--- src/verilog/pe_feed_params.svh ---
// frame geometry, padding border and credit depth of the PE feed stage
`ifndef PE_FEED_PARAMS_SVH
`define PE_FEED_PARAMS_SVH

// input frame
`define IMG_ROWS 24
`define IMG_COLS 32

// padded output column, one pixel border on every side
`define PAD_ROWS 26
`define PAD_COLS 34

`define FRAME_PIX 768 // pixels per bank

`define CREDIT_MAX 4 // receiver column slots

`endif

--- src/verilog/pix_pkg.sv ---
// pixel, padded column and address types of the PE feed stage
`include "pe_feed_params.svh"

package pix_pkg;

  // one camera pixel
  typedef logic [7:0] pixel_t;

  typedef logic [9:0] pix_addr_t; // address inside one bank

  // element 0 is the column top and lands in the msb byte
  typedef pixel_t [0:`PAD_ROWS-1] pad_col_t;

  typedef logic [5:0] col_idx_t; // padded column 0..33

endpackage

--- src/verilog/credit_tx.sv ---
// credit-limited column sender with a one-column holding register
`timescale 1ns/1ns
`include "pe_feed_params.svh"

module credit_tx
  import pix_pkg::*;
(
  input  logic     PEclk,
  input  logic     rst_n,
  input  logic     i_col_vld,
  input  pad_col_t i_col_data,
  input  logic     i_col_last,
  output logic     o_hold_free,
  output logic     o_col_vld,
  output pad_col_t o_col_data,
  output logic     o_col_last,
  input  logic     i_credit_rtn
);

  localparam int CW = $clog2(`CREDIT_MAX + 1);

  logic          hold_full;
  pad_col_t      hold_data;
  logic          hold_last;
  logic [CW-1:0] credits;
  logic          send;
  logic          load;

  assign send        = hold_full && (credits != '0);
  assign o_hold_free = !hold_full || send; // refill while sending
  assign load        = i_col_vld && o_hold_free;

  assign o_col_vld  = send;
  assign o_col_data = hold_data;
  assign o_col_last = send && hold_last;

  always_ff @(posedge PEclk or negedge rst_n) begin
    if (!rst_n) begin
      hold_full <= 1'b0;
      credits   <= CW'(`CREDIT_MAX);
    end else begin
      if (load) hold_full <= 1'b1;
      else if (send) hold_full <= 1'b0;
      unique case ({send, i_credit_rtn})
        2'b10: credits <= credits - 1'b1;
        2'b01: if (credits != CW'(`CREDIT_MAX)) credits <= credits + 1'b1;
        default: ; // both or neither, count unchanged
      endcase
    end
  end

  always_ff @(posedge PEclk) begin
    if (load) begin
      hold_data <= i_col_data;
      hold_last <= i_col_last;
    end
  end

endmodule

--- config.mk ---
export PLATFORM = sky130hd
export DESIGN_NAME = credit_tx
export DESIGN_NICKNAME = d
export VERILOG_FILES = /design/src/verilog/pix_pkg.sv /design/src/verilog/credit_tx.sv
export VERILOG_INCLUDE_DIRS = /design/src /design/src/verilog
export SDC_FILE = /design/constraint.sdc
export NUM_CORES = 1
export LEC_CHECK = 0
export ABC_AREA = 1
export ABC_CLOCK_PERIOD_IN_PS = 6600
export BUFFER_PORTS_ARGS = -buffer_cell sky130_fd_sc_hd__clkbuf_2
export CAP_MARGIN = 10
export CORE_AREA = 2 2 167 169
export CTS_CLUSTER_DIAMETER = 60
export CTS_CLUSTER_SIZE = 10
export DETAILED_ROUTE_END_ITERATION = 8
export DIE_AREA = 0 0 169 171
export MAX_ROUTING_LAYER = met4
export PLACE_DENSITY = 0.56
export SLEW_MARGIN = 20
export SYNTH_ARGS = -nofsm -noshare
export SYNTH_HDL_FRONTEND = slang
export SYNTH_SLANG_ARGS = --single-unit
--- constraint.sdc ---
create_clock -name PEclk -period 6.6 [get_ports PEclk]
set_input_delay 0.66 -clock PEclk [delete_from_list [all_inputs] [get_ports PEclk]]
set_output_delay 0.66 -clock PEclk [all_outputs]
set_load 0.02 [all_outputs]
==> impl_metrics.prom <==
# TYPE chip_impl_metric gauge
chip_impl_info{name="holdCritStartpoint",value="i_col_data[123]"} 1
chip_impl_metric{name="postCtsHoldBufs",unit=""} 1
chip_impl_info{name="yosys-top-cells-area",value="edfxtp_1, dfrtp_1, nand2_1"} 1
chip_impl_metric{name="core_area",unit="um2"} 27300
chip_impl_metric{name="post-cts-setup-buffers",unit=""} 0
chip_impl_metric{name="fin_cells",unit=""} 1061
chip_impl_metric{name="grt_use_met1",unit="%"} 12.1
chip_impl_metric{name="critical_path_peak_fanout",unit=""} 137
chip_impl_metric{name="synth-seq-area-share",unit="%"} 97.3
chip_impl_info{name="run_status",value="complete, no violations"} 1
chip_impl_info{name="slowest_stage",value="buf_4"} 1
chip_impl_metric{name="place_area",unit="um2"} 9120
chip_impl_metric{name="floorplan.initialDensity",unit="%"} 24.0
chip_impl_metric{name="cts_buffers",unit=""} 28
chip_impl_metric{name="drt_pre_antenna_iters",unit=""} 4
chip_impl_info{name="worst_hold_path_type",value="input port to flop"} 1
chip_impl_metric{name="timing_hold_violations_final",unit=""} 0
chip_impl_metric{name="drt_iter0_markers",unit=""} 202
chip_impl_metric{name="cap_violations",unit=""} 0
chip_impl_metric{name="gp_congestion",unit=""} 0.753
chip_impl_info{name="synthDominantAreaCellType",value="edfxtp_1"} 1
chip_impl_metric{name="drive_above_1_share",unit="%"} 65.4
chip_impl_metric{name="netlist_area_before_placement",unit="um2"} 6560
chip_impl_metric{name="critPathMaxStageDelay",unit="ns"} 0.83
chip_impl_metric{name="number_of_unique_standard_cell_types_used_by_synthesis",unit=""} 14
chip_impl_metric{name="die-area",unit="um2"} 28900
chip_impl_info{name="timing.critical_path.to_type",value="flop"} 1
chip_impl_metric{name="ioPinCount",unit=""} 424
chip_impl_metric{name="detailed_placer_s_ending_hpwl",unit="um"} 12900
chip_impl_metric{name="placed_cells_incl_taps",unit=""} 1014
chip_impl_metric{name="flow.area_growth_from_synthesis",unit="%"} 51.6
chip_impl_metric{name="first_global_vias",unit=""} 4305
chip_impl_metric{name="detail_route.vias_per_cell",unit=""} 3.86
chip_impl_metric{name="max_transition_viols_final",unit=""} 0
chip_impl_metric{name="timing.setup.tns",unit="ns"} 0
chip_impl_metric{name="required",unit="ns"} 6.74
chip_impl_metric{name="totalWireLength",unit="um"} 17300
chip_impl_metric{name="synthesis.area_per_instance",unit="um2"} 26.9
chip_impl_metric{name="maxClockFrequency",unit="MHz"} 359
chip_impl_metric{name="number_of_antenna_violations_at_the_first_check_in_global_routing",unit=""} 3
chip_impl_info{name="busiest_layer",value="met2"} 1
chip_impl_metric{name="fin_worst_skew",unit="ns"} 0.0113
chip_impl_metric{name="timing.critical_path.arrival",unit="ns"} 2.93
chip_impl_metric{name="clock_sink_count",unit=""} 213
chip_impl_info{name="worst-setup-path-type",value="flop to flop"} 1
chip_impl_metric{name="number_of_filler_cells_placed_in_the_layout",unit=""} 2627
chip_impl_metric{name="drt-wirelength-per-cell",unit="um"} 16.3
chip_impl_metric{name="gr-usage-met2",unit="%"} 19.3
chip_impl_metric{name="final_core_util",unit="%"} 36.4
chip_impl_metric{name="slew-limit-headroom",unit="%"} 32.5
chip_impl_info{name="worst_r2r_startpoint",value="credits[2]"} 1
chip_impl_info{name="cpLargestDelayFamily",value="buffers and inverters"} 1
chip_impl_metric{name="post_route_minimum_period",unit="ns"} 2.79
chip_impl_metric{name="finalInstanceArea",unit="um2"} 9940
chip_impl_metric{name="power.ir.vdd_worst",unit="uV"} 206
chip_impl_metric{name="cts_max_path_buffers",unit=""} 3
chip_impl_metric{name="synthesis.instances",unit=""} 244
chip_impl_metric{name="finish.net_count",unit=""} 913
chip_impl_metric{name="synth_seq_cells",unit=""} 213
chip_impl_metric{name="setup-violations-final",unit=""} 0
chip_impl_metric{name="grt_pass1_wl",unit="um"} 23800
chip_impl_metric{name="tightest_slew",unit="ns"} 1.01
chip_impl_info{name="worst_setup_path_start_kind",value="flop"} 1
chip_impl_metric{name="synth.top_cell.area_share",unit="%"} 95.7
chip_impl_metric{name="crit_buf_inv",unit=""} 3
chip_impl_metric{name="die_x",unit="um"} 169
chip_impl_metric{name="grt_start_max_net_pins",unit=""} 138
chip_impl_metric{name="cts_resized",unit=""} 0
chip_impl_metric{name="dieHeight",unit="um"} 171
chip_impl_metric{name="power.density_cell_area",unit="nW/um2"} 372
chip_impl_info{name="setup.worst_path.start",value="credits[2]"} 1
chip_impl_metric{name="port_buffers",unit=""} 423
chip_impl_info{name="cts_tree",value="yes"} 1
chip_impl_metric{name="grt_total_ovfl",unit=""} 0
chip_impl_metric{name="clock_slew_seen_by_the_registers_of_the_worst_setup_and_hold_paths",unit="ns"} 0.06
chip_impl_info{name="clock_tree.root_cell",value="clkbuf_16"} 1
chip_impl_info{name="critical_path_cell_by_cell",value="inv_1, nand3_1, nand2_1, inv_8, buf_4"} 1
chip_impl_metric{name="ys.warnings.count",unit=""} 0
chip_impl_metric{name="drcViolationCount",unit=""} 0
chip_impl_info{name="grt_setup_unrepaired",value="false"} 1
chip_impl_metric{name="worst_skew_pair.late_latency",unit="ns"} 0.52
chip_impl_metric{name="grt_use_total",unit="%"} 11.3
chip_impl_metric{name="power.leakage",unit="nW"} 4.34
chip_impl_metric{name="post_drt_antenna_nets",unit=""} 0
chip_impl_metric{name="std_cell_rows",unit=""} 61
chip_impl_metric{name="met3_usage",unit="%"} 4.67
chip_impl_metric{name="num_vias",unit=""} 4099
chip_impl_metric{name="syn_nets",unit=""} 458
chip_impl_metric{name="fin_crit_sh",unit="%"} 42.2
chip_impl_metric{name="clock_tree.htree_level_count",unit=""} 1
## state kept, by name, summed over array words and instances, names as in the netlist
signal / count
credits: 3
hold_full: 1
hold_last: 1
o_col_data: 208
## layout make-up
cell class                      instances  area, um2  share of cell area (%)
Multi-Input combinational cell         24        151                    1.52
Inverter                                7       33.8                   0.340
Clock buffer                           38        759                    7.64
Sequential cell                       213       6380                    64.2
Tap cell                              346        433                    4.36
Timing Repair Buffer                  425       2130                    21.5
Clock inverter                          6       43.8                   0.441
Antenna cell                            2       5.00                  0.0504
## per-stage QoR
| stage | power, mW | hold slack [ns] | setup slack (ns) |
|---|---|---|---|
| after CTS | 3.77 | 0.267 | 3.65 |
| final | 3.70 | 0.304 | 3.81 |
| after floorplan | 2.17 | 0.364 | 1.08 |
| after global routing | 3.88 | 0.270 | 3.53 |
| after global placement | 2.40 | 0.468 | 3.69 |
| after detailed placement | 2.41 | 0.469 | 3.66 |
## final timing paths
check / to / slack [ns] / cells after the start
min in group asynchronous: hold_full / 0.49 / 2
setup reg to reg: o_col_data[90] / 3.81 / 5
setup / recovery: o_col_data[90] / 3.81 / 5
hold / removal: o_col_data[123] / 0.30 / 1
hold reg to reg: credits[0] / 0.55 / 1
max in group asynchronous: credits[2] / 5.90 / 2
## placed cells by master (no fill, tap or decap)
cell type      count
fa_1               1
nand2_2            2
dfrtp_1            3
edfxtp_1         209
nand2_4            1
dfstp_2            1
nor2_1             1
inv_1              6
diode_2            2
xor2_1             1
nand4_1            2
clkinvlp_4         1
clkbuf_2         423
nand3_4            1
buf_4              1
inv_8              1
inv_6              3
clkbuf_16         29
nand3_1            5
clkinv_2           2
nand2_1            9
dlygate4sd3_1      1
nor2_2             1
clkbuf_1           9
## per-layer routing
metal / share of wire, % / wire [um]
met5: 0 / 0
met4: 1.8 / 316
met3: 12 / 2140
met2: 50 / 8570
met1: 36 / 6250
## synthesized netlist by cell type (all sizes together)
master / instances
fa: 1
nor2: 2
dfstp: 1
edfxtp: 209
nand3: 6
xor2: 1
inv: 7
nand4: 2
nand2: 12
dfrtp: 3
## worst register-to-register path, stage by stage (launching register included)
cell     delay [ns]
dfstp_2        0.54
inv_1          0.07
nand3_1        0.12
nand2_1        0.17
inv_8          0.62
buf_4          0.84
## cell families (layout without fill, tap and decap cells)
logic type | after synthesis | in the layout | share of synthesized area [%]
DFF | 213 | 213 | 97.3
adders and majority gates | 1 | 1 | 0.305
and+or+nand+nor | 22 | 22 | 1.87
other | 0 | 2 | 0
xor gates and xnor gates | 1 | 1 | 0.134
buffers and inverters | 7 | 476 | 0.401
## power by group
group | internal, mW | switching (mW) | total, mW
registers | 1.72 | 0.0562 | 1.77
clock network | 0.797 | 0.532 | 1.33
logic | 0.174 | 0.423 | 0.597
total | 2.69 | 1.01 | 3.70
(Power assumes the default switching activity.)
