**src/verilog/pe_feed_params.svh**
```systemverilog
// frame geometry, padding border and credit depth of the PE feed stage
`ifndef PE_FEED_PARAMS_SVH
`define PE_FEED_PARAMS_SVH

// input frame
`define IMG_ROWS 24
`define IMG_COLS 32

// padded output column, one pixel border on every side
`define PAD_ROWS 26
`define PAD_COLS 34

`define FRAME_PIX 768 // pixels per bank

`define CREDIT_MAX 4 // receiver column slots

`endif

```
**src/verilog/pix_pkg.sv**
```systemverilog
// pixel, padded column and address types of the PE feed stage
`include "pe_feed_params.svh"

package pix_pkg;

  // one camera pixel
  typedef logic [7:0] pixel_t;

  typedef logic [9:0] pix_addr_t; // address inside one bank

  // element 0 is the column top and lands in the msb byte
  typedef pixel_t [0:`PAD_ROWS-1] pad_col_t;

  typedef logic [5:0] col_idx_t; // padded column 0..33

endpackage

```
**src/verilog/ctrl_pkg.sv**
```systemverilog
// FSM state types for the raster writer and the column assembler
package ctrl_pkg;

  typedef enum logic {
    W_FILL, // accepting pixels
    W_WAIT  // next bank still full
  } wr_state_t;

  typedef enum logic [2:0] {
    A_IDLE,   // wait for a full bank
    A_PADCOL, // all-pad column
    A_READ,   // fetch one data column
    A_LAST,   // release bank
    A_HOLD    // offer column downstream
  } asm_state_t;

endpackage

```
**src/verilog/frame_bank_if.sv**
```systemverilog
// bank bus between the ping-pong frame buffer, its writer and its column reader
`timescale 1ns/1ns

interface frame_bank_if
  import pix_pkg::*;
();

  // write side
  logic      wr_en;
  logic      wr_bank;
  pix_addr_t wr_addr;
  pixel_t    wr_data;

  logic [1:0] bank_full; // one flag per bank

  // read side
  logic      rd_bank;
  pix_addr_t rd_addr;
  logic      rd_en;
  logic      rel;      // bank release pulse
  pixel_t    rd_data;  // valid one cycle after rd_en

  modport writer (output wr_en, wr_bank, wr_addr, wr_data, input bank_full);

  modport reader (output rd_bank, rd_addr, rd_en, rel, input bank_full, rd_data);

  modport buffer (input wr_en, wr_bank, wr_addr, wr_data, rd_bank, rd_addr, rd_en, rel,
                  output bank_full, rd_data);

endinterface

```
**src/verilog/column_assembler.sv**
```systemverilog
// column assembler, reads a full bank column-wise and builds padded columns
`timescale 1ns/1ns
`include "pe_feed_params.svh"

module column_assembler
  import pix_pkg::*;
  import ctrl_pkg::*;
(
  input  logic         PEclk,
  input  logic         rst_n,
  input  pixel_t       i_pad,
  frame_bank_if.reader bank,
  output logic         o_col_vld,
  output pad_col_t     o_col_data,
  output logic         o_col_last,
  input  logic         i_hold_free
);

  localparam col_idx_t LAST_COL = col_idx_t'(`PAD_COLS - 1);
  localparam logic [4:0] ROWS = 5'(`IMG_ROWS);

  asm_state_t state;
  col_idx_t   col;
  col_idx_t   col_m1;   // source column of the frame
  logic [4:0] cnt;      // read issue / capture step
  logic       cur_bank;
  logic       start;
  pixel_t     pad_q;
  pad_col_t   col_buf;

  assign col_m1 = col - col_idx_t'(1);
  assign start  = (state == A_IDLE) && bank.bank_full[cur_bank];

  assign bank.rd_bank = cur_bank;
  assign bank.rd_en   = (state == A_READ) && (cnt < ROWS);
  assign bank.rd_addr = pix_addr_t'(cnt * `IMG_COLS + col_m1); // row cnt, col c-1
  assign bank.rel     = (state == A_LAST);

  assign o_col_vld  = (state == A_HOLD);
  assign o_col_data = col_buf;
  assign o_col_last = (state == A_HOLD) && (col == LAST_COL);

  always_ff @(posedge PEclk or negedge rst_n) begin
    if (!rst_n) begin
      state    <= A_IDLE;
      col      <= '0;
      cnt      <= '0;
      cur_bank <= 1'b0;
    end else begin
      unique case (state)
        A_IDLE: begin
          if (start) begin
            col   <= '0;
            state <= A_PADCOL;
          end
        end
        A_PADCOL: state <= A_HOLD;
        A_READ: begin
          cnt <= cnt + 1'b1;
          if (cnt == ROWS) state <= A_HOLD; // last capture
        end
        A_HOLD: begin
          if (i_hold_free) begin
            if (col == LAST_COL) begin
              state <= A_LAST;
            end else begin
              col   <= col + 1'b1;
              cnt   <= '0;
              state <= (col == LAST_COL - 1'b1) ? A_PADCOL : A_READ;
            end
          end
        end
        A_LAST: begin
          cur_bank <= ~cur_bank; // next frame in the other bank
          state    <= A_IDLE;
        end
        default: state <= A_IDLE;
      endcase
    end
  end

  // column payload
  always_ff @(posedge PEclk) begin
    if (start) pad_q <= i_pad; // one pad value per frame
    if (state == A_PADCOL) col_buf <= {`PAD_ROWS{pad_q}};
    if (state == A_READ) begin
      if (cnt == '0) begin
        col_buf[0]           <= pad_q; // top border
        col_buf[`PAD_ROWS-1] <= pad_q; // bottom border
      end else begin
        col_buf[cnt] <= bank.rd_data; // row cnt-1 lands in element cnt
      end
    end
  end

endmodule

```
**src/flat_wrapper.sv**
```systemverilog
// flat-port wrapper written by rule: the top's interface ports become plain ports
module column_assembler_flat import pix_pkg::*; import ctrl_pkg::*;
  (PEclk, rst_n, i_pad, o_col_vld, o_col_data, o_col_last, i_hold_free, bank_rd_bank, bank_rd_addr, bank_rd_en, bank_rel, bank_bank_full, bank_rd_data);
  frame_bank_if bank_i ();
  input  logic PEclk;
  input  logic rst_n;
  input  pixel_t i_pad;
  output logic o_col_vld;
  output pad_col_t o_col_data;
  output logic o_col_last;
  input  logic i_hold_free;
  output wire logic [$bits(bank_i.rd_bank)-1:0] bank_rd_bank;
  output wire logic [$bits(bank_i.rd_addr)-1:0] bank_rd_addr;
  output wire logic [$bits(bank_i.rd_en)-1:0] bank_rd_en;
  output wire logic [$bits(bank_i.rel)-1:0] bank_rel;
  input wire logic [$bits(bank_i.bank_full)-1:0] bank_bank_full;
  input wire logic [$bits(bank_i.rd_data)-1:0] bank_rd_data;
  assign bank_rd_bank = bank_i.rd_bank;
  assign bank_rd_addr = bank_i.rd_addr;
  assign bank_rd_en = bank_i.rd_en;
  assign bank_rel = bank_i.rel;
  assign bank_i.bank_full = bank_bank_full;
  assign bank_i.rd_data = bank_rd_data;
  column_assembler u_core (.PEclk(PEclk), .rst_n(rst_n), .i_pad(i_pad), .bank(bank_i), .o_col_vld(o_col_vld), .o_col_data(o_col_data), .o_col_last(o_col_last), .i_hold_free(i_hold_free));
endmodule
```
**config.mk**
```make
export PLATFORM = sky130hd
export DESIGN_NAME = column_assembler_flat
export DESIGN_NICKNAME = d
export VERILOG_FILES = /design/src/verilog/pix_pkg.sv /design/src/verilog/ctrl_pkg.sv /design/src/verilog/frame_bank_if.sv /design/src/verilog/column_assembler.sv /design/src/flat_wrapper.sv
export VERILOG_INCLUDE_DIRS = /design/src /design/src/verilog
export SDC_FILE = /design/constraint.sdc
export NUM_CORES = 1
export LEC_CHECK = 0
export ABC_AREA = 1
export BUFFER_PORTS_ARGS = -buffer_cell sky130_fd_sc_hd__buf_4
export CORE_MARGIN = 4
export CORE_UTILIZATION = 55
export DETAILED_ROUTE_END_ITERATION = 10
export GPL_ROUTABILITY_DRIVEN = 0
export PLACE_DENSITY_LB_ADDON = 0.15
export SLEW_MARGIN = 20
export SYNTH_ARGS = -nofsm -noshare
export SYNTH_HDL_FRONTEND = slang
export SYNTH_SLANG_ARGS = --single-unit
```
**constraint.sdc**
```tcl
create_clock -name PEclk -period 1.9 [get_ports PEclk]
set_clock_uncertainty 0.1 [all_clocks]
set_input_delay 0.095 -clock PEclk [delete_from_list [all_inputs] [get_ports PEclk]]
set_output_delay 0.095 -clock PEclk [all_outputs]
set_load 0.01 [all_outputs]
```
==> flow_summary.ini, run 1 <==
[worst_setup_path]
worstPathMaxFanout = 2
critPathKind = reg -> out
crit_buf_inv = 1
crit_family = simple AND/OR/NAND/NOR gates
cp_data_arrival_time_ns = 2.17
cp-start-kind = flop
crit_path_end_kind = output port
cp_common_cell = xor2_1
worstPathRequired_ns = 1.70
max_stage_delay_ns = 0.39
path_cells = nor2_2 -> and3_4 -> nand2_2 -> xor2_1 -> ha_2 -> ha_4 -> nand3_2 -> xor2_1 -> buf_4
slowest_stage = dfrtp_1

[synthesis]
netlist-cell-type-count = 30
syn_nets = 1793
synthesis.instances = 1762
seq_area_frac_synth_pct = 42.30
synth_area_um2 = 11300
ys_warn_count = 0
ys_seq_elements = 231
synth.avg_cell_area_um2 = 6.412

[sta]
timing.final.ws_setup_ns = -0.4623
setup_violations = 5
rsz0062_at_grt = true
hold_viol_final = 0
tightest_slew_ns = 0.7354
period_share_pct = 124.3
slew_headroom_pct = 50.92
drv_slew = 0
period_needed_ns = 2.362
fmax_mhz = 423.3

[die]
core_area_um2 = 20230
dieArea_um2 = 22900
row_count = 52
initial_core_util_pct = 55.84
die-height_um = 151.3
ios = 244
fp.dieW_um = 151.3

[global_routing]
grt_pass1_wl_um = 54310
grt_use_total_pct = 29.88
grt_max_degree = 75
overflow = 0
antenna_found_initial = 0
grt_pass1_vias = 10600

[routing]
ant_nets = 0
wl_um = 35360
via_count = 11350
routedWlPerCell_um = 15.18
drt_first_pass_iters = 5
vias_per_cell = 4.874
drtIter0Drc = 764
drc = 0

[cells_and_area]
drive_gt1_share_pct = 21.42
n_antenna_cell = 0
nFillCells = 1627
layout.nets = 2072
stdcell_area_um2 = 14880
flow.area_growth_from_synthesis_pct = 31.69

[power_and_ir_drop]
p_leak_nw = 9.135
power_mw = 29.19
p_per_area_nw_per_um2 = 1962
peakVddDrop_mv = 1.037

[run_status]
violations = setup timing
status = finished with violations

[place]
io_buffers = 243
hpwl_um = 23040
place_area_um2 = 13580

[clock_network]
clock_latency_ns = 0.51
cts-root-buf = clkbuf_16
clk_path_buf_depth = 3
clock-sinks = 231
cts_buffers = 25
cts_tree = built
clkTransAtPathRegs_ns = 0.06
ctsHtreeMaxLevel = 1

[worst_hold_path]
hold_class = in -> reg

[flow_run]
cap_violations = 0
-- timing repair --
action                                  4_1_cts  5_1_grt
hold buffers                                 19        0
cloned                                        0        0
pin swaps                                     7       14
endpoints found under the hold margin       127        0
gates resized for setup                       6       25
endpoints found under the setup margin        5      149
setup buffers                                 2       11
-- through the flow --
stage | hold WS, ns | instances | setup slack [ns] | setup TNS [ns] | util [%]
finish | 0.04873 | 2329 | -0.4623 | -1.660 | 73.53
global route | 0.1020 | 2329 | -0.5953 | -2.482 | 73.53
CTS | 0.02777 | 2319 | -0.5020 | -1.801 | 72.40
detailed placement | -0.1330 | 2253 | -0.03799 | -0.03799 | 67.10
global placement | -0.1352 | 2253 | 0.04796 | 0 | 67.10
floorplan | -0.3006 | 1762 | 0.04403 | 0 | -
-- final timing paths --
| check | from | end | slack (ns) | cells past startpoint |
|---|---|---|---|---|
| setup / recovery | u_core.col[3]$_DFFE_PN0P_ | bank_rd_addr[9] | -0.46 | 9 |
| hold / removal | bank_bank_full[1] | u_core.state[2]$_DFFE_PN0P_ | 0.05 | 7 |
| setup reg to reg | u_core.cnt[4]$_DFFE_PN0P_ | u_core.o_col_data[63]$_DFF_P_ | 0.04 | 8 |
| hold reg to reg | u_core.o_col_data[200]$_DFF_P_ | u_core.o_col_data[200]$_DFF_P_ | 0.38 | 2 |
| max in group asynchronous | rst_n | u_core.cnt[3]$_DFFE_PN0P_ | 0.54 | 3 |
| min in group asynchronous | rst_n | u_core.cnt[4]$_DFFE_PN0P_ | 0.65 | 3 |
-- per-layer routing --
metal | track usage [%] | part of all wire, %
met1 | 39.24 | 41
met2 | 49.94 | 47
met3 | 4.458 | 8.6
met4 | 10.92 | 3.5
met5 | 0 | 0
-- cells by family after synthesis --
logic type,share of synthesized area (%)
compound gates,5.836
flops,42.30
fa+ha+maj,1.107
buf+inv,14.84
simple gates,35.29
xor+xnor,0.6202
-- sequential cells by signal, summed over array words and instances, names as in the netlist --
name / count
u_core.bank.rd_bank: 1
u_core.cnt: 5
u_core.col: 6
u_core.o_col_data: 208
u_core.pad_q: 8
u_core.state: 3
-- synth_stat cells --
master,count,area (um2)
a21oi_1,87,435.4
a21oi_2,18,157.7
a31oi_1,1,6.260
and3_1,1,6.260
buf_1,3,11.26
buf_2,44,220.2
buf_4,2,15.01
buf_6,9,101.4
clkbuf_1,15,56.30
dfrtp_1,15,375.4
dfxtp_1,208,4164
edfxtp_1,8,240.2
ha_1,10,125.1
inv_1,321,1205
inv_2,18,67.56
nand2_1,776,2913
nand2_2,10,62.56
nand2_4,4,45.04
nand3_1,26,130.1
nand3_2,13,130.1
nand3_4,1,17.52
nand3b_1,2,15.01
nand4_1,3,18.77
nor2_1,136,510.5
nor2_2,1,6.260
nor2_4,6,67.56
nor3_4,4,65.06
o21ai_0,12,60.06
xnor2_1,2,17.52
xor2_1,6,52.55
-- cell usage in the layout, fill, tap and decap left out, drive strengths merged, types with 6 or more instances in the layout --
cell / instances
nor2: 143
xor2: 6
edfxtp: 8
o21ai: 12
dfxtp: 208
inv: 340
nand3: 40
a21oi: 105
dlygate4sd3: 19
dfrtp: 15
buf: 306
ha: 10
clkinv: 6
clkbuf: 36
nand2: 790
-- power by group --
group	internal [mW]	switching [mW]
sequential	7.44	1.71
combinational	6.76	8.30
clock	2.96	2.01
-- worst min-delay path, delay by kind of cell --
| family | cells | cell delay [ns] |
|---|---|---|
| simple gates | 3 | 0.21 |
| buf+inv | 2 | 0.15 |
| compound gates | 2 | 0.17 |
-- area by class of cell --
cell class | instances | area, um2 | share of cell area (%)
Clock buffer | 36 | 737.0 | 4.953
Clock inverter | 9 | 102.6 | 0.6895
Inverter | 339 | 1277 | 8.586
Multi-Input combinational cell | 1119 | 4960 | 33.33
Sequential cell | 231 | 4782 | 32.14
Tap cell | 270 | 337.8 | 2.270
Timing Repair Buffer | 325 | 2683 | 18.03
Power figures use the tool's default switching activity.
==> run 2, diff against run 1 <==
Settings changed: ABC_AREA 1 to 0, CORE_UTILIZATION 55 to 53, RECOVER_POWER set to 100, SKIP_LAST_GASP set to 1.
==> run 2 against run 1 <==
The run still ends with setup timing left; register-to-register slack worse by 0.23 ns; fmax shrank 7.1%; sequential cell count unchanged; first-iteration DRC count up 13%; global-route usage decreased by 0.51 points; largest power group unchanged.
==> flow_summary.ini, run 2 <==
[run_status]
status = finished with violations
violations = setup timing

[sta]
timing.final.ws_setup_ns = -0.6417
tightest_slew_ns = 0.7442
setup_violations = 189
hold_viol_final = 0
drv_slew = 0
period_needed_ns = 2.542
fmax_mhz = 393.4
slew_headroom_pct = 50.22
period_share_pct = 133.8
rsz0062_at_grt = true

[synthesis]
ys_warn_count = 0
syn_nets = 1133
yosysMostFrequentCell = a21oi_1
synth.avg_cell_area_um2 = 8.409
yosysTopAreaCell = dfxtp_1
synth.top_cell.area_share_pct = 44.94
netlist-cell-type-count = 55
async_flop_share_pct = 6.494
synth_common_cells = a21oi_1, dfxtp_1, nand2_1
seq_area_frac_synth_pct = 51.58
synth_ff_type = dfxtp_1
synthTopCellsByArea = dfxtp_1, a21oi_1, o21ai_1
synthesis.instances = 1102
synth_edf_count = 8
ys_seq_elements = 231
synth_area_um2 = 9266

[worst_hold_path]
holdPathEnd = u_core.pad_q[7]$_DFFE_PP_
hold_class = in -> reg
hp-start = i_pad[7]
worstHoldPathCells = 2

[power_and_ir_drop]
p_clk_share_pct = 17.3
p_leak_nw = 5.167
intPower_mw = 15.05
switchingPower_mw = 10.46
power_mw = 25.52
power_frac_seq_pct = 35.5
peakVddDrop_mv = 1.093
p_sw_share_pct = 41.01
p_comb_share_pct = 47.2
p_per_area_nw_per_um2 = 1935

[global_routing]
antenna_found_initial = 0
grt_use_total_pct = 29.37
overflow = 0
grt_max_degree = 94
grt_pass1_wl_um = 46640
grt_pass1_vias = 8530

[routing]
drt_first_pass_iters = 7
ant_nets = 0
wl_met3_um = 3851
wl_um = 36210
vias_per_cell = 5.926
routedWlPerCell_um = 22.05
drtIter0Drc = 861
dr.max_layer_used = met4
drc = 0
via_count = 9730
met2RoutedLength_um = 16890
route.layer.met1.wl_um = 13600

[place]
placedCellCount = 1531
dp_slack_ns = -0.1331
io_buffers = 243
hpwl_um = 18880

[clock_network]
cts_buffers = 23
clock-sinks = 231
cts-root-buf = clkbuf_16
clock_latency_ns = 0.52
clkTransAtPathRegs_ns = 0.06
clk_path_buf_depth = 3
ctsHtreeMaxLevel = 1
cts_tree = built

[cells_and_area]
flow.area_growth_from_synthesis_pct = 42.32
layout.nets = 1433
layout.cells.non_filler = 1642
final_cell_mix = clkbuf_1, dfxtp_1, a21oi_1
mostFrequentLayoutCell = clkbuf_1
largest_reg_flops = 208
nFillCells = 1325
n_antenna_cell = 0
drive_gt1_share_pct = 22.94

[worst_setup_path]
r2r-start = u_core.state[0]$_DFFE_PN0P_
cp-start-kind = flop
path_cells = nor3_2 -> nor3b_2 -> xor2_1 -> ha_2 -> ha_4 -> nand3_4 -> xnor2_2 -> buf_4
max_stage_delay_ns = 0.39
worstPathRequired_ns = 1.70
reg2reg_setup_slack_ns = -0.19
crit_buf_inv = 1
crit_family = simple AND/OR/NAND/NOR gates
worst_r2r_path_depth = 9
critPathKind = reg -> out
regToRegEndpoint = u_core.o_col_data[97]$_DFF_P_
cp_data_arrival_time_ns = 2.35
crit_path_end_kind = output port
slowest_stage = dfrtp_1
worstPathMaxFanout = 2

[die]
core_area_um2 = 17240
initial_core_util_pct = 53.76
dieArea_um2 = 19660
row_count = 48
fp.dieW_um = 140.2
ios = 244
die-height_um = 140.2

[flow_run]
cap_violations = 0
-- run 2: cell count changes in the layout (fill, tap and decap cells not counted), moves of 79 or more --
cell,change
a21oi_1,+87
nor2_1,-79
buf_4,-219
clkbuf_1,+216
inv_1,-300
nand2_1,-627
o21ai_1,+134
-- run 2: layout make-up --
type                            instances  area (um2)  area share (%)
Sequential cell                       231        4780           36.24
Multi-Input combinational cell        736        4462           33.83
Timing Repair Buffer                  389        2867           21.74
Clock buffer                           35       690.7           5.237
Tap cell                              225       281.5           2.135
Inverter                               21       78.83          0.5977
Clock inverter                          5       28.78          0.2182
-- run 2: per-layer routing --
| layer | track usage (%) | up-vias |
|---|---|---|
| li1 | - | 4378 |
| met5 | 0 | - |
| met3 | 5.428 | 147 |
| met2 | 48.87 | 633 |
| met1 | 38.50 | 4572 |
| met4 | 10.25 | 0 |
-- run 2: power groups by stage --
| stage | combinational (mW) | sequential [mW] | clock, mW |
|---|---|---|---|
| final | 12.0 | 9.07 | 4.42 |
| after detailed placement | 11.1 | 8.89 | 0 |
| after floorplan | 4.70 | 9.65 | 0 |
| after global placement | 10.8 | 8.86 | 0 |
| after CTS | 11.4 | 8.82 | 4.39 |
| after global routing | 12.9 | 9.28 | 4.62 |
-- run 2: stage by stage --
| step | cell area (um2) | hold WS [ns] | setup TNS [ns] | util (%) |
|---|---|---|---|---|
| 6_report | 13190 | 0.2153 | -16.26 | 76.51 |
| 5_1_grt | 13190 | 0.2129 | -24.19 | 76.51 |
| 4_1_cts | 12700 | 0.1980 | -2.532 | 73.69 |
| 3_5_place_dp | 11680 | -0.1307 | -0.1352 | 67.78 |
| 3_3_place_gp | 11680 | -0.1359 | -0.08337 | 67.78 |
| 2_1_floorplan | 9309 | -0.3006 | -0.06074 | - |
-- run 2: what timing repair did --
| action | CTS | global route |
|---|---|---|
| hold endpoints to repair | 215 | 0 |
| endpoints found under the setup margin | 9 | 188 |
| pin swaps | 7 | 74 |
| gates cloned | 0 | 23 |
| gates resized for setup | 16 | 160 |
| hold buffers | 21 | 0 |
| setup buffers | 3 | 25 |
-- run 2: worst max path at each step --
stage / endpoint / cells after the start / startpoint
2_1_floorplan: bank_rd_addr[9] / 8 / u_core.col[2]$_DFFE_PN0P_
3_3_place_gp: bank_rd_addr[9] / 8 / u_core.col[1]$_DFFE_PN0P_
3_5_place_dp: bank_rd_addr[9] / 8 / u_core.col[1]$_DFFE_PN0P_
4_1_cts: bank_rd_addr[9] / 8 / u_core.col[0]$_DFFE_PN0P_
5_1_grt: bank_rd_addr[9] / 8 / u_core.col[1]$_DFFE_PN0P_
6_report: bank_rd_addr[9] / 8 / u_core.col[1]$_DFFE_PN0P_
-- run 2: cells by family (layout without fill, tap and decap cells) --
logic type               Yosys count  after routing  share of synthesized area (%)
AO/OA/AOI/OAI                    431            431                          24.37
multiplexers                      14             14                          1.634
adder cells (fa/ha/maj)           10             10                          1.350
AND/OR/NAND/NOR                  273            273                          13.91
buffers and inverters            135            450                          6.400
flip-flops                       231            231                          51.58
XOR/XNOR                           8              8                         0.7562
