==> src/verilog/pe_feed_params.svh <==
// frame geometry, padding border and credit depth of the PE feed stage
`ifndef PE_FEED_PARAMS_SVH
`define PE_FEED_PARAMS_SVH

// input frame
`define IMG_ROWS 24
`define IMG_COLS 32

// padded output column, one pixel border on every side
`define PAD_ROWS 26
`define PAD_COLS 34

`define FRAME_PIX 768 // pixels per bank

`define CREDIT_MAX 4 // receiver column slots

`endif

==> src/verilog/pix_pkg.sv <==
// pixel, padded column and address types of the PE feed stage
`include "pe_feed_params.svh"

package pix_pkg;

  // one camera pixel
  typedef logic [7:0] pixel_t;

  typedef logic [9:0] pix_addr_t; // address inside one bank

  // element 0 is the column top and lands in the msb byte
  typedef pixel_t [0:`PAD_ROWS-1] pad_col_t;

  typedef logic [5:0] col_idx_t; // padded column 0..33

endpackage

==> src/verilog/ctrl_pkg.sv <==
// FSM state types for the raster writer and the column assembler
package ctrl_pkg;

  typedef enum logic {
    W_FILL, // accepting pixels
    W_WAIT  // next bank still full
  } wr_state_t;

  typedef enum logic [2:0] {
    A_IDLE,   // wait for a full bank
    A_PADCOL, // all-pad column
    A_READ,   // fetch one data column
    A_LAST,   // release bank
    A_HOLD    // offer column downstream
  } asm_state_t;

endpackage

==> src/verilog/frame_bank_if.sv <==
// bank bus between the ping-pong frame buffer, its writer and its column reader
`timescale 1ns/1ns

interface frame_bank_if
  import pix_pkg::*;
();

  // write side
  logic      wr_en;
  logic      wr_bank;
  pix_addr_t wr_addr;
  pixel_t    wr_data;

  logic [1:0] bank_full; // one flag per bank

  // read side
  logic      rd_bank;
  pix_addr_t rd_addr;
  logic      rd_en;
  logic      rel;      // bank release pulse
  pixel_t    rd_data;  // valid one cycle after rd_en

  modport writer (output wr_en, wr_bank, wr_addr, wr_data, input bank_full);

  modport reader (output rd_bank, rd_addr, rd_en, rel, input bank_full, rd_data);

  modport buffer (input wr_en, wr_bank, wr_addr, wr_data, rd_bank, rd_addr, rd_en, rel,
                  output bank_full, rd_data);

endinterface

==> src/verilog/pixel_writer.sv <==
// raster pixel writer, fills the banks in turn and back-pressures the source
`timescale 1ns/1ns
`include "pe_feed_params.svh"

module pixel_writer
  import pix_pkg::*;
  import ctrl_pkg::*;
(
  input  logic         PEclk,
  input  logic         rst_n,
  input  pixel_t       i_pix,
  input  logic         i_pix_vld,
  output logic         o_pix_rdy,
  frame_bank_if.writer bank
);

  wr_state_t state;
  pix_addr_t addr_q;
  logic      bank_q;
  logic      accept;
  logic      last_pix;

  assign o_pix_rdy = (state == W_FILL);
  assign accept    = i_pix_vld && o_pix_rdy;
  assign last_pix  = (addr_q == pix_addr_t'(`FRAME_PIX - 1));

  // write straight through, buffer sees wr_en in the accept cycle
  assign bank.wr_en   = accept;
  assign bank.wr_bank = bank_q;
  assign bank.wr_addr = addr_q;
  assign bank.wr_data = i_pix;

  always_ff @(posedge PEclk or negedge rst_n) begin
    if (!rst_n) begin
      state  <= W_FILL;
      addr_q <= '0;
      bank_q <= 1'b0;
    end else begin
      unique case (state)
        W_FILL: begin
          if (accept) begin
            if (last_pix) begin
              addr_q <= '0;
              bank_q <= ~bank_q; // switch to the other bank
              state  <= W_WAIT;
            end else begin
              addr_q <= addr_q + 1'b1;
            end
          end
        end
        W_WAIT: begin
          if (!bank.bank_full[bank_q]) state <= W_FILL; // reader freed it
        end
        default: state <= W_FILL;
      endcase
    end
  end

endmodule

==> src/flat_wrapper.sv <==
// flat-port wrapper written by rule: the top's interface ports become plain ports
module pixel_writer_flat import pix_pkg::*; import ctrl_pkg::*;
  (PEclk, rst_n, i_pix, i_pix_vld, o_pix_rdy, bank_wr_en, bank_wr_bank, bank_wr_addr, bank_wr_data, bank_bank_full);
  frame_bank_if bank_i ();
  input  logic PEclk;
  input  logic rst_n;
  input  pixel_t i_pix;
  input  logic i_pix_vld;
  output logic o_pix_rdy;
  output wire logic [$bits(bank_i.wr_en)-1:0] bank_wr_en;
  output wire logic [$bits(bank_i.wr_bank)-1:0] bank_wr_bank;
  output wire logic [$bits(bank_i.wr_addr)-1:0] bank_wr_addr;
  output wire logic [$bits(bank_i.wr_data)-1:0] bank_wr_data;
  input wire logic [$bits(bank_i.bank_full)-1:0] bank_bank_full;
  assign bank_wr_en = bank_i.wr_en;
  assign bank_wr_bank = bank_i.wr_bank;
  assign bank_wr_addr = bank_i.wr_addr;
  assign bank_wr_data = bank_i.wr_data;
  assign bank_i.bank_full = bank_bank_full;
  pixel_writer u_core (.PEclk(PEclk), .rst_n(rst_n), .i_pix(i_pix), .i_pix_vld(i_pix_vld), .o_pix_rdy(o_pix_rdy), .bank(bank_i));
endmodule
==> config.mk <==
export PLATFORM = sky130hd
export DESIGN_NAME = pixel_writer_flat
export DESIGN_NICKNAME = d
export VERILOG_FILES = /design/src/verilog/pix_pkg.sv /design/src/verilog/ctrl_pkg.sv /design/src/verilog/frame_bank_if.sv /design/src/verilog/pixel_writer.sv /design/src/flat_wrapper.sv
export VERILOG_INCLUDE_DIRS = /design/src /design/src/verilog
export SDC_FILE = /design/constraint.sdc
export NUM_CORES = 1
export LEC_CHECK = 0
export ABC_CLOCK_PERIOD_IN_PS = 1600
export BUFFER_PORTS_ARGS = -buffer_cell sky130_fd_sc_hd__buf_4
export CAP_MARGIN = 10
export CORE_MARGIN = 4
export CORE_UTILIZATION = 30
export DETAILED_ROUTE_END_ITERATION = 8
export GPL_TIMING_DRIVEN = 0
export MAX_ROUTING_LAYER = met4
export PLACE_DENSITY = 0.55
export SETUP_SLACK_MARGIN = 0.15
export SYNTH_ARGS = -nofsm -noshare
export SYNTH_HDL_FRONTEND = slang
export SYNTH_SLANG_ARGS = --single-unit
==> constraint.sdc <==
create_clock -name PEclk -period 1.6 [get_ports PEclk]
set_input_delay 0.08 -clock PEclk [delete_from_list [all_inputs] [get_ports PEclk]]
set_output_delay 0.08 -clock PEclk [all_outputs]
set_load 0.02 [all_outputs]
==> flow_summary.json, run 1 <==
{
  "synth_common_cells": "12 x dfrtp_1, 8 x buf_4, 4 x inv_1, 4 x nand2_1, 4 x o21ai_0",
  "synth_top_flop_cell": "dfrtp_1",
  "finalWorstSetupSlack_ns": 0.229,
  "synthMuxAreaShare": 0.0311,
  "met3WireLength_um": 139,
  "maxSlewViolCount": 0,
  "rows": 17,
  "grt_pass1_wl_mm": 2.80,
  "wl_met2_um": 760,
  "synth_compound_area_frac": 0.159,
  "fin_crit_ns": 1.37,
  "power_density_mw_per_mm2": 1230,
  "run_status": "finished clean",
  "irDropWorstVdd_uv": 971,
  "synth.top_cell.area_share": 0.440,
  "synth_cell_types": 31,
  "ys_ff_latch": 12,
  "fmax_ghz": 0.729,
  "cts_root_buffer": "clkbuf_4",
  "dieArea_mm2": 0.00310,
  "gp_congestion": 0.792,
  "start_kind": "register",
  "critPathArrivalTime_ns": 1.54,
  "routedWlPerCell_um": 12.6,
  "htree_levels": 1,
  "dr.max_layer_used": "met3",
  "avgSynthCellArea_um2": 10.2,
  "cp-end-kind": "register",
  "drc": 0,
  "drtPass1Iterations": 4,
  "layout-area-overhead-vs-synth_pct": 45.1,
  "port_buffers": 25,
  "die_h_um": 55.7,
  "grt_max_degree": 13,
  "antenna_cells": 0,
  "start_util": 0.312,
  "yosysWarnings": 0,
  "setup_viol": 0,
  "synth_xor_xnor_area_share": 0.0513,
  "leakage_uw": 0.000475,
  "antenna_left": 0,
  "synthAdderAreaFrac": 0.0183,
  "die_w_um": 55.7,
  "hp-class": "input pin to register",
  "syn-num-nets": 81,
  "grt_pass1_vias": 624,
  "ios": 34,
  "crit_fanout": 7,
  "final.period_utilization": 0.857,
  "grtUsageTotal": 0.114,
  "r2r_slack_ns": 0.23,
  "synth_area_leaders": "dfrtp_1 44%, buf_4 8.8%, xnor2_1 3.8%",
  "finClkSkew_ns": 0.00106,
  "drt_first_iter_violations": 7,
  "overflow": 0,
  "cts_sinks": 12,
  "clkLatencyLatePin_ns": 0.27,
  "crit_required_ns": 1.77,
  "vias_per_cell": 4.83,
  "critPathKind": "register to register",
  "fillerInstances": 217,
  "grt_antenna_before_repair": 0,
  "synthCells": 67,
  "tns_ns": 0,
  "worstMarginPinSlew_ns": 0.293,
  "cts_buffers": 3,
  "yosysMostFrequentCell": "dfrtp_1",
  "clk_pin_slew_ns": 0.08,
  "maxCapViolCount": 0,
  "met1_length_um": 708,
  "yosys.area_share.simple": 0.168,
  "yosys.area.top_type": "dfrtp_1",
  "synth_edf_count": 0,
  "fp.coreArea_mm2": 0.00219,
  "relSlewSlack": 0.805,
  "yosysSeqAreaShare": 0.440,
  "dp_slack_ns": -0.0407,
  "rsz0062_at_grt": "no",
  "synth_async_sr_flop_share": 1.00,
  "cts_buffer_depth": 2,
  "final_hold_viol_count": 0,
  "syn-cell-area_um2": 683,
  "drt-total-wl_mm": 1.61,
  "cts_tree": "built",
  "vias": 618,
  "drive_above_1_share": 0.460,
  "fin_nets": 115,
  "synth_top_family_by_area": "simple AND/OR/NAND/NOR gates"
}
## worst max-delay path, stage by stage (launching register included)
cell	delay [ns]
dfrtp_2	0.40
ha_4	0.17
nand4b_1	0.10
buf_4	0.17
a211o_1	0.25
a21o_1	0.17
## flip-flops by register name, indices dropped and copies added, names as in the netlist
name / cells
u_core.state: 1
u_core.bank.wr_addr: 10
u_core.bank.wr_bank: 1
## per-stage QoR
step                      cell area [um^2]  hold slack (ns)  power [uW]  utilization  std cells
final                                  991            0.106        1220        0.452        128
after global routing                   991           0.0969        1310        0.452        128
after CTS                              990            0.103        1230        0.452        128
after detailed placement               911          -0.0675         934        0.416        120
after global placement                 911          -0.0698         929        0.416        120
after floorplan                        688           -0.216         736            -         67
## metal layers
| layer | vias up | GRT usage |
|---|---|---|
| met5 | - | - |
| met3 | 0 | 0.0557 |
| met2 | 23 | 0.172 |
| met1 | 289 | 0.140 |
| li1 | 306 | - |
| met4 | 0 | 0.0139 |
## path summary, 6_finish.rpt
path                                        startpoint                      to  cells after the start
worst max-delay path            u_core.bank.wr_addr[0]  u_core.bank.wr_addr[7]                      5
worst min-delay path                 bank_bank_full[0]            u_core.state                      3
worst max register to register  u_core.bank.wr_addr[0]  u_core.bank.wr_addr[7]                      5
worst min register to register     u_core.bank.wr_bank     u_core.bank.wr_bank                      1
max in group asynchronous                        rst_n  u_core.bank.wr_addr[1]                      2
min in group asynchronous                        rst_n  u_core.bank.wr_addr[2]                      2
## power by group
group / internal [uW] / switching (uW) / leakage [uW]
Clock: 138 / 108 / 0.0000210
Combinational: 240 / 259 / 0.000300
Sequential: 378 / 98.8 / 0.000153
## layout by cell type (no fill, tap or decap), drive strengths merged
cell type / n
dfrtp: 12
dlygate4sd3: 1
a21o: 1
nor4: 1
and4b: 1
nand4: 2
nand3: 1
a21oi: 2
a41oi: 2
mux2: 1
nor2b: 1
nor2: 1
buf: 37
o311ai: 2
nor3: 1
ha: 1
mux2i: 1
xor2: 1
nand4b: 2
o32ai: 1
and3: 4
nand2: 4
o21ai: 4
a211o: 1
nor3b: 1
a221o: 1
clkbuf: 5
o2111ai: 1
xnor2: 3
inv: 4
## logic make-up (layout without fill, tap and decap cells)
kind of cell,Yosys count,after routing
AOI/OAI and AO/OA,15,15
muxes,2,2
adders and majority gates,1,1
and+or+nand+nor,19,19
buffers and inverters,14,47
xor gates and xnor gates,4,4
DFF,12,12
## final cells by class
cell class	instances	area, um^2	share of cell area
plain buffers	10	75.1	0.0758
clock buffers	4	36.3	0.0366
inverters	4	15.0	0.0152
multi-input cells	41	305	0.308
flip-flops and latches	12	304	0.307
well taps	28	35.0	0.0354
repair buffers	29	220	0.222
## timing repair
item	CTS	global route
setup endpoints to repair	4	3
buffers inserted	3	0
hold buffers	1	0
gates resized for setup	1	5
hold endpoints to repair	12	0
Power figures use the tool's default switching activity.
==> inputs of run 2 (changes only) <==
--- a/config.mk
+++ b/config.mk
@@ -15,6 +15,7 @@
 export GPL_TIMING_DRIVEN = 0
 export MAX_ROUTING_LAYER = met4
 export PLACE_DENSITY = 0.55
+export RECOVER_POWER = 50
 export SETUP_SLACK_MARGIN = 0.15
 export SYNTH_ARGS = -nofsm -noshare
 export SYNTH_HDL_FRONTEND = slang
==> flow_summary.json, run 2 (synthesized netlist as in run 1, its figures left out) <==
{
  "run_status": "finished clean",
  "critPathArrivalTime_ns": 1.55,
  "vias": 618,
  "dieArea_mm2": 0.00310,
  "port_buffers": 25,
  "cts_buffers": 3,
  "fp.coreArea_mm2": 0.00219,
  "layout_common_cells": "26 x buf_4, 11 x clkbuf_1, 10 x dfrtp_1",
  "dp_slack_ns": -0.0407,
  "grt_max_degree": 13,
  "layout-area-overhead-vs-synth_pct": 39.4,
  "cp-end-kind": "register",
  "ios": 34,
  "htree_levels": 1,
  "start_kind": "register",
  "grt_pass1_wl_mm": 2.80,
  "drc": 0,
  "setup_viol": 0,
  "leakage_uw": 0.000439,
  "crit_fanout": 8,
  "power_density_mw_per_mm2": 1270,
  "final_hold_viol_count": 0,
  "cts_sinks": 12,
  "vias_per_cell": 4.83,
  "layout_commonest_cell": "buf_4",
  "rsz0062_at_grt": "no",
  "maxSlewViolCount": 0,
  "drive_above_1_share": 0.350,
  "cts_root_buffer": "clkbuf_4",
  "grt_antenna_before_repair": 0,
  "die_h_um": 55.7,
  "maxCapViolCount": 0,
  "irDropWorstVdd_uv": 967,
  "fin_nets": 115,
  "final.period_utilization": 0.863,
  "routedWlPerCell_um": 12.6,
  "start_util": 0.312,
  "grt_pass1_vias": 624,
  "antenna_left": 0,
  "rows": 17,
  "relSlewSlack": 0.547,
  "finalWorstSetupSlack_ns": 0.219,
  "critPathKind": "register to register",
  "clkLatencyLatePin_ns": 0.27,
  "crit_required_ns": 1.77,
  "drt_first_iter_violations": 7,
  "hp-class": "input pin to register",
  "overflow": 0,
  "grtUsageTotal": 0.114,
  "cts_tree": "built",
  "finClkSkew_ns": 0.00117,
  "fillerInstances": 229,
  "worstMarginPinSlew_ns": 0.680,
  "largest_register_ffs": 10,
  "timing.hold.ws_ns": 0.109,
  "drtPass1Iterations": 4,
  "fmax_ghz": 0.724,
  "fin_crit_ns": 1.38,
  "drt-total-wl_mm": 1.61,
  "antenna_cells": 0,
  "cts_buffer_depth": 2,
  "clk_pin_slew_ns": 0.08,
  "die_w_um": 55.7,
  "gp_congestion": 0.792
}
==> run 2: cell type report <==
class | count | area (um^2) | area share
Buffer | 10 | 75.1 | 0.0788
Clock buffer | 4 | 36.3 | 0.0381
Inverter | 4 | 15.0 | 0.0158
Multi-Input combinational cell | 41 | 305 | 0.321
Sequential cell | 12 | 303 | 0.318
Tap cell | 28 | 35.0 | 0.0368
Timing Repair Buffer | 29 | 183 | 0.192
==> run 2: power by group <==
part           switching, uW  total [uW]  internal, uW
sequential              99.1         474           375
combinational            259         489           230
clock                    108         246           138
==> run 2: critical path: stages, from the launching register on <==
cell	delay, ns
dfrtp_1	0.45
and4b_1	0.24
buf_6	0.13
and3_1	0.15
a221o_1	0.30
==> run 2: stage by stage <==
step / area (um^2) / total power, uW / utilization / setup TNS [ns] / std cells
4_1_cts: 990 / 1230 / 0.452 / 0 / 128
3_3_place_gp: 911 / 929 / 0.416 / -0.0352 / 120
3_5_place_dp: 911 / 934 / 0.416 / -0.0527 / 120
6_report: 952 / 1210 / 0.435 / 0 / 128
2_1_floorplan: 688 / 736 / - / 0 / 67
5_1_grt: 952 / 1290 / 0.435 / 0 / 128
==> run 2: repair_timing <==
action,CTS,global route
setup endpoints to repair,4,3
gates cloned,0,0
buffers inserted,3,0
gates resized for setup,1,5
hold buffers,1,0
endpoints found under the hold margin,12,0
==> run 2: path summary, 6_finish.rpt <==
| path | startpoint | endpoint | slack, ns | depth (start not counted) |
|---|---|---|---|---|
| min reg2reg | u_core.bank.wr_bank | u_core.bank.wr_bank | 0.53 | 1 |
| min in group asynchronous | rst_n | u_core.bank.wr_addr[2] | 0.35 | 2 |
| min | bank_bank_full[0] | u_core.state | 0.11 | 3 |
| max reg2reg | u_core.bank.wr_addr[2] | u_core.bank.wr_addr[9] | 0.22 | 4 |
| max | u_core.bank.wr_addr[2] | u_core.bank.wr_addr[9] | 0.22 | 4 |
| max in group asynchronous | rst_n | u_core.bank.wr_addr[1] | 0.78 | 2 |
==> run 2: layer usage <==
metal	vias to the layer above	part of all wire	global-route usage
li1	306	-	-
met1	289	0.44	0.140
met2	23	0.47	0.172
met3	0	0.089	0.0557
met4	0	0	0.0139
met5	-	0	-
==> inputs of run 3 (changes only) <==
--- a/config.mk
+++ b/config.mk
@@ -15,7 +15,7 @@
 export GPL_TIMING_DRIVEN = 0
 export MAX_ROUTING_LAYER = met4
 export PLACE_DENSITY = 0.55
-export RECOVER_POWER = 50
+export RECOVER_POWER = 100
 export SETUP_SLACK_MARGIN = 0.15
 export SYNTH_ARGS = -nofsm -noshare
 export SYNTH_HDL_FRONTEND = slang
==> flow_summary.json, run 3 (synthesized netlist as in run 1, its figures left out) <==
{
  "drt-total-wl_mm": 1.61,
  "grtUsageTotal": 0.114,
  "comb_power_share": 0.380,
  "grt_antenna_before_repair": 0,
  "rsz0062_at_grt": "no",
  "vias_per_cell": 4.84,
  "antenna_left": 0,
  "drt_first_iter_violations": 4,
  "fmax_ghz": 0.710,
  "irDropWorstVdd_uv": 958,
  "crit_required_ns": 1.75,
  "fp.coreArea_mm2": 0.00219,
  "power_switching_uw": 463,
  "power_density_mw_per_mm2": 1270,
  "clkLatencyLatePin_ns": 0.27,
  "critPathArrivalTime_ns": 1.55,
  "htree_levels": 1,
  "switching_share": 0.400,
  "ios": 34,
  "clk_pin_slew_ns": 0.08,
  "routedWlPerCell_um": 12.5,
  "setup_viol": 0,
  "drtPass1Iterations": 3,
  "leakage_uw": 0.000396,
  "fin_crit_ns": 1.41,
  "worstMarginPinSlew_ns": 0.685,
  "run_status": "finished clean",
  "crit_fanout": 7,
  "grt_max_degree": 13,
  "cts_root_buffer": "clkbuf_4",
  "grt_pass1_vias": 624,
  "layout_commonest_cell": "clkbuf_1",
  "p_int_uw": 694,
  "cts_sinks": 12,
  "cts_buffer_depth": 2,
  "vias": 620,
  "gp_congestion": 0.792,
  "fin_util": 0.416,
  "die_w_um": 55.7,
  "cp-end-kind": "register",
  "start_kind": "register",
  "die_h_um": 55.7,
  "fin_nets": 115,
  "cts_buffers": 3,
  "dieArea_mm2": 0.00310,
  "relSlewSlack": 0.543,
  "drc": 0,
  "cts_tree": "built",
  "final.period_utilization": 0.880,
  "rows": 17,
  "p_seq_frac": 0.408,
  "start_util": 0.312,
  "maxCapViolCount": 0,
  "port_buffers": 25,
  "antenna_cells": 0,
  "maxSlewViolCount": 0,
  "clkPwrFrac": 0.212,
  "hp-class": "input pin to register",
  "final_hold_viol_count": 0,
  "critPathKind": "register to register",
  "overflow": 0,
  "grt_pass1_wl_mm": 2.80,
  "layout_common_cells": "22 x clkbuf_1, 15 x buf_4, 10 x dfrtp_1",
  "largest_register_ffs": 10,
  "timing.hold.ws_ns": 0.107,
  "finClkSkew_ns": 0.00143,
  "drive_above_1_share": 0.240,
  "layout-area-overhead-vs-synth_pct": 33.3
}
-- run 3: area by class of cell --
cell class | count | area, um^2
Buffer | 10 | 75.1
Clock buffer | 4 | 36.3
Fill cell | 242 | 1280
Inverter | 4 | 15.0
Multi-Input combinational cell | 41 | 305
Sequential cell | 12 | 303
Tap cell | 28 | 35.0
Timing Repair Buffer | 29 | 141
-- run 3: power by group through the flow --
stage / sequential [uW] / combinational, uW / clock, uW
after floorplan: 552 / 184 / 0
after global placement: 491 / 438 / 0
after detailed placement: 489 / 445 / 0
after CTS: 476 / 494 / 257
after global routing: 489 / 486 / 268
final: 472 / 439 / 246
-- run 3: critical path: stages, from the launching register on --
cell and delay (ns):
dfrtp_2 0.39, ha_4 0.17, nand4b_1 0.10, buf_4 0.17, o311ai_0 0.31, o21ai_1 0.12
-- run 3: what timing repair did --
item | CTS | global route
pin swaps | 0 | 0
buffers inserted | 3 | 0
setup endpoints to repair | 4 | 3
hold buffers | 1 | 0
resized for setup | 1 | 5
gates cloned | 0 | 0
hold endpoints to repair | 12 | 0
-- run 3: layer usage --
layer / wire (um) / share of wire / GRT usage
met2: 749 / 0.47 / 0.172
met3: 152 / 0.095 / 0.0557
met1: 704 / 0.44 / 0.140
met4: 0 / 0 / 0.0139
met5: 0 / 0 / -
-- run 3: stage by stage --
| step | setup TNS [ns] | std cells | area, um^2 | total power [uW] | setup WS [ns] |
|---|---|---|---|---|---|
| 2_1_floorplan | 0 | 67 | 688 | 736 | 0.142 |
| 3_3_place_gp | -0.0352 | 120 | 911 | 929 | -0.0179 |
| 3_5_place_dp | -0.0527 | 120 | 911 | 934 | -0.0407 |
| 4_1_cts | 0 | 128 | 990 | 1230 | 0.198 |
| 5_1_grt | 0 | 128 | 911 | 1240 | 0.116 |
| 6_report | 0 | 128 | 911 | 1160 | 0.192 |
-- run 3: final timing paths --
kind | start | to | slack, ns | depth (start not counted)
min in group asynchronous | rst_n | u_core.bank.wr_addr[2] | 0.35 | 2
max reg2reg | u_core.bank.wr_addr[0] | u_core.bank.wr_addr[0] | 0.19 | 5
max | u_core.bank.wr_addr[0] | u_core.bank.wr_addr[0] | 0.19 | 5
min | bank_bank_full[0] | u_core.state | 0.11 | 3
max in group asynchronous | rst_n | u_core.bank.wr_addr[1] | 0.77 | 2
min reg2reg | u_core.bank.wr_bank | u_core.bank.wr_bank | 0.53 | 1
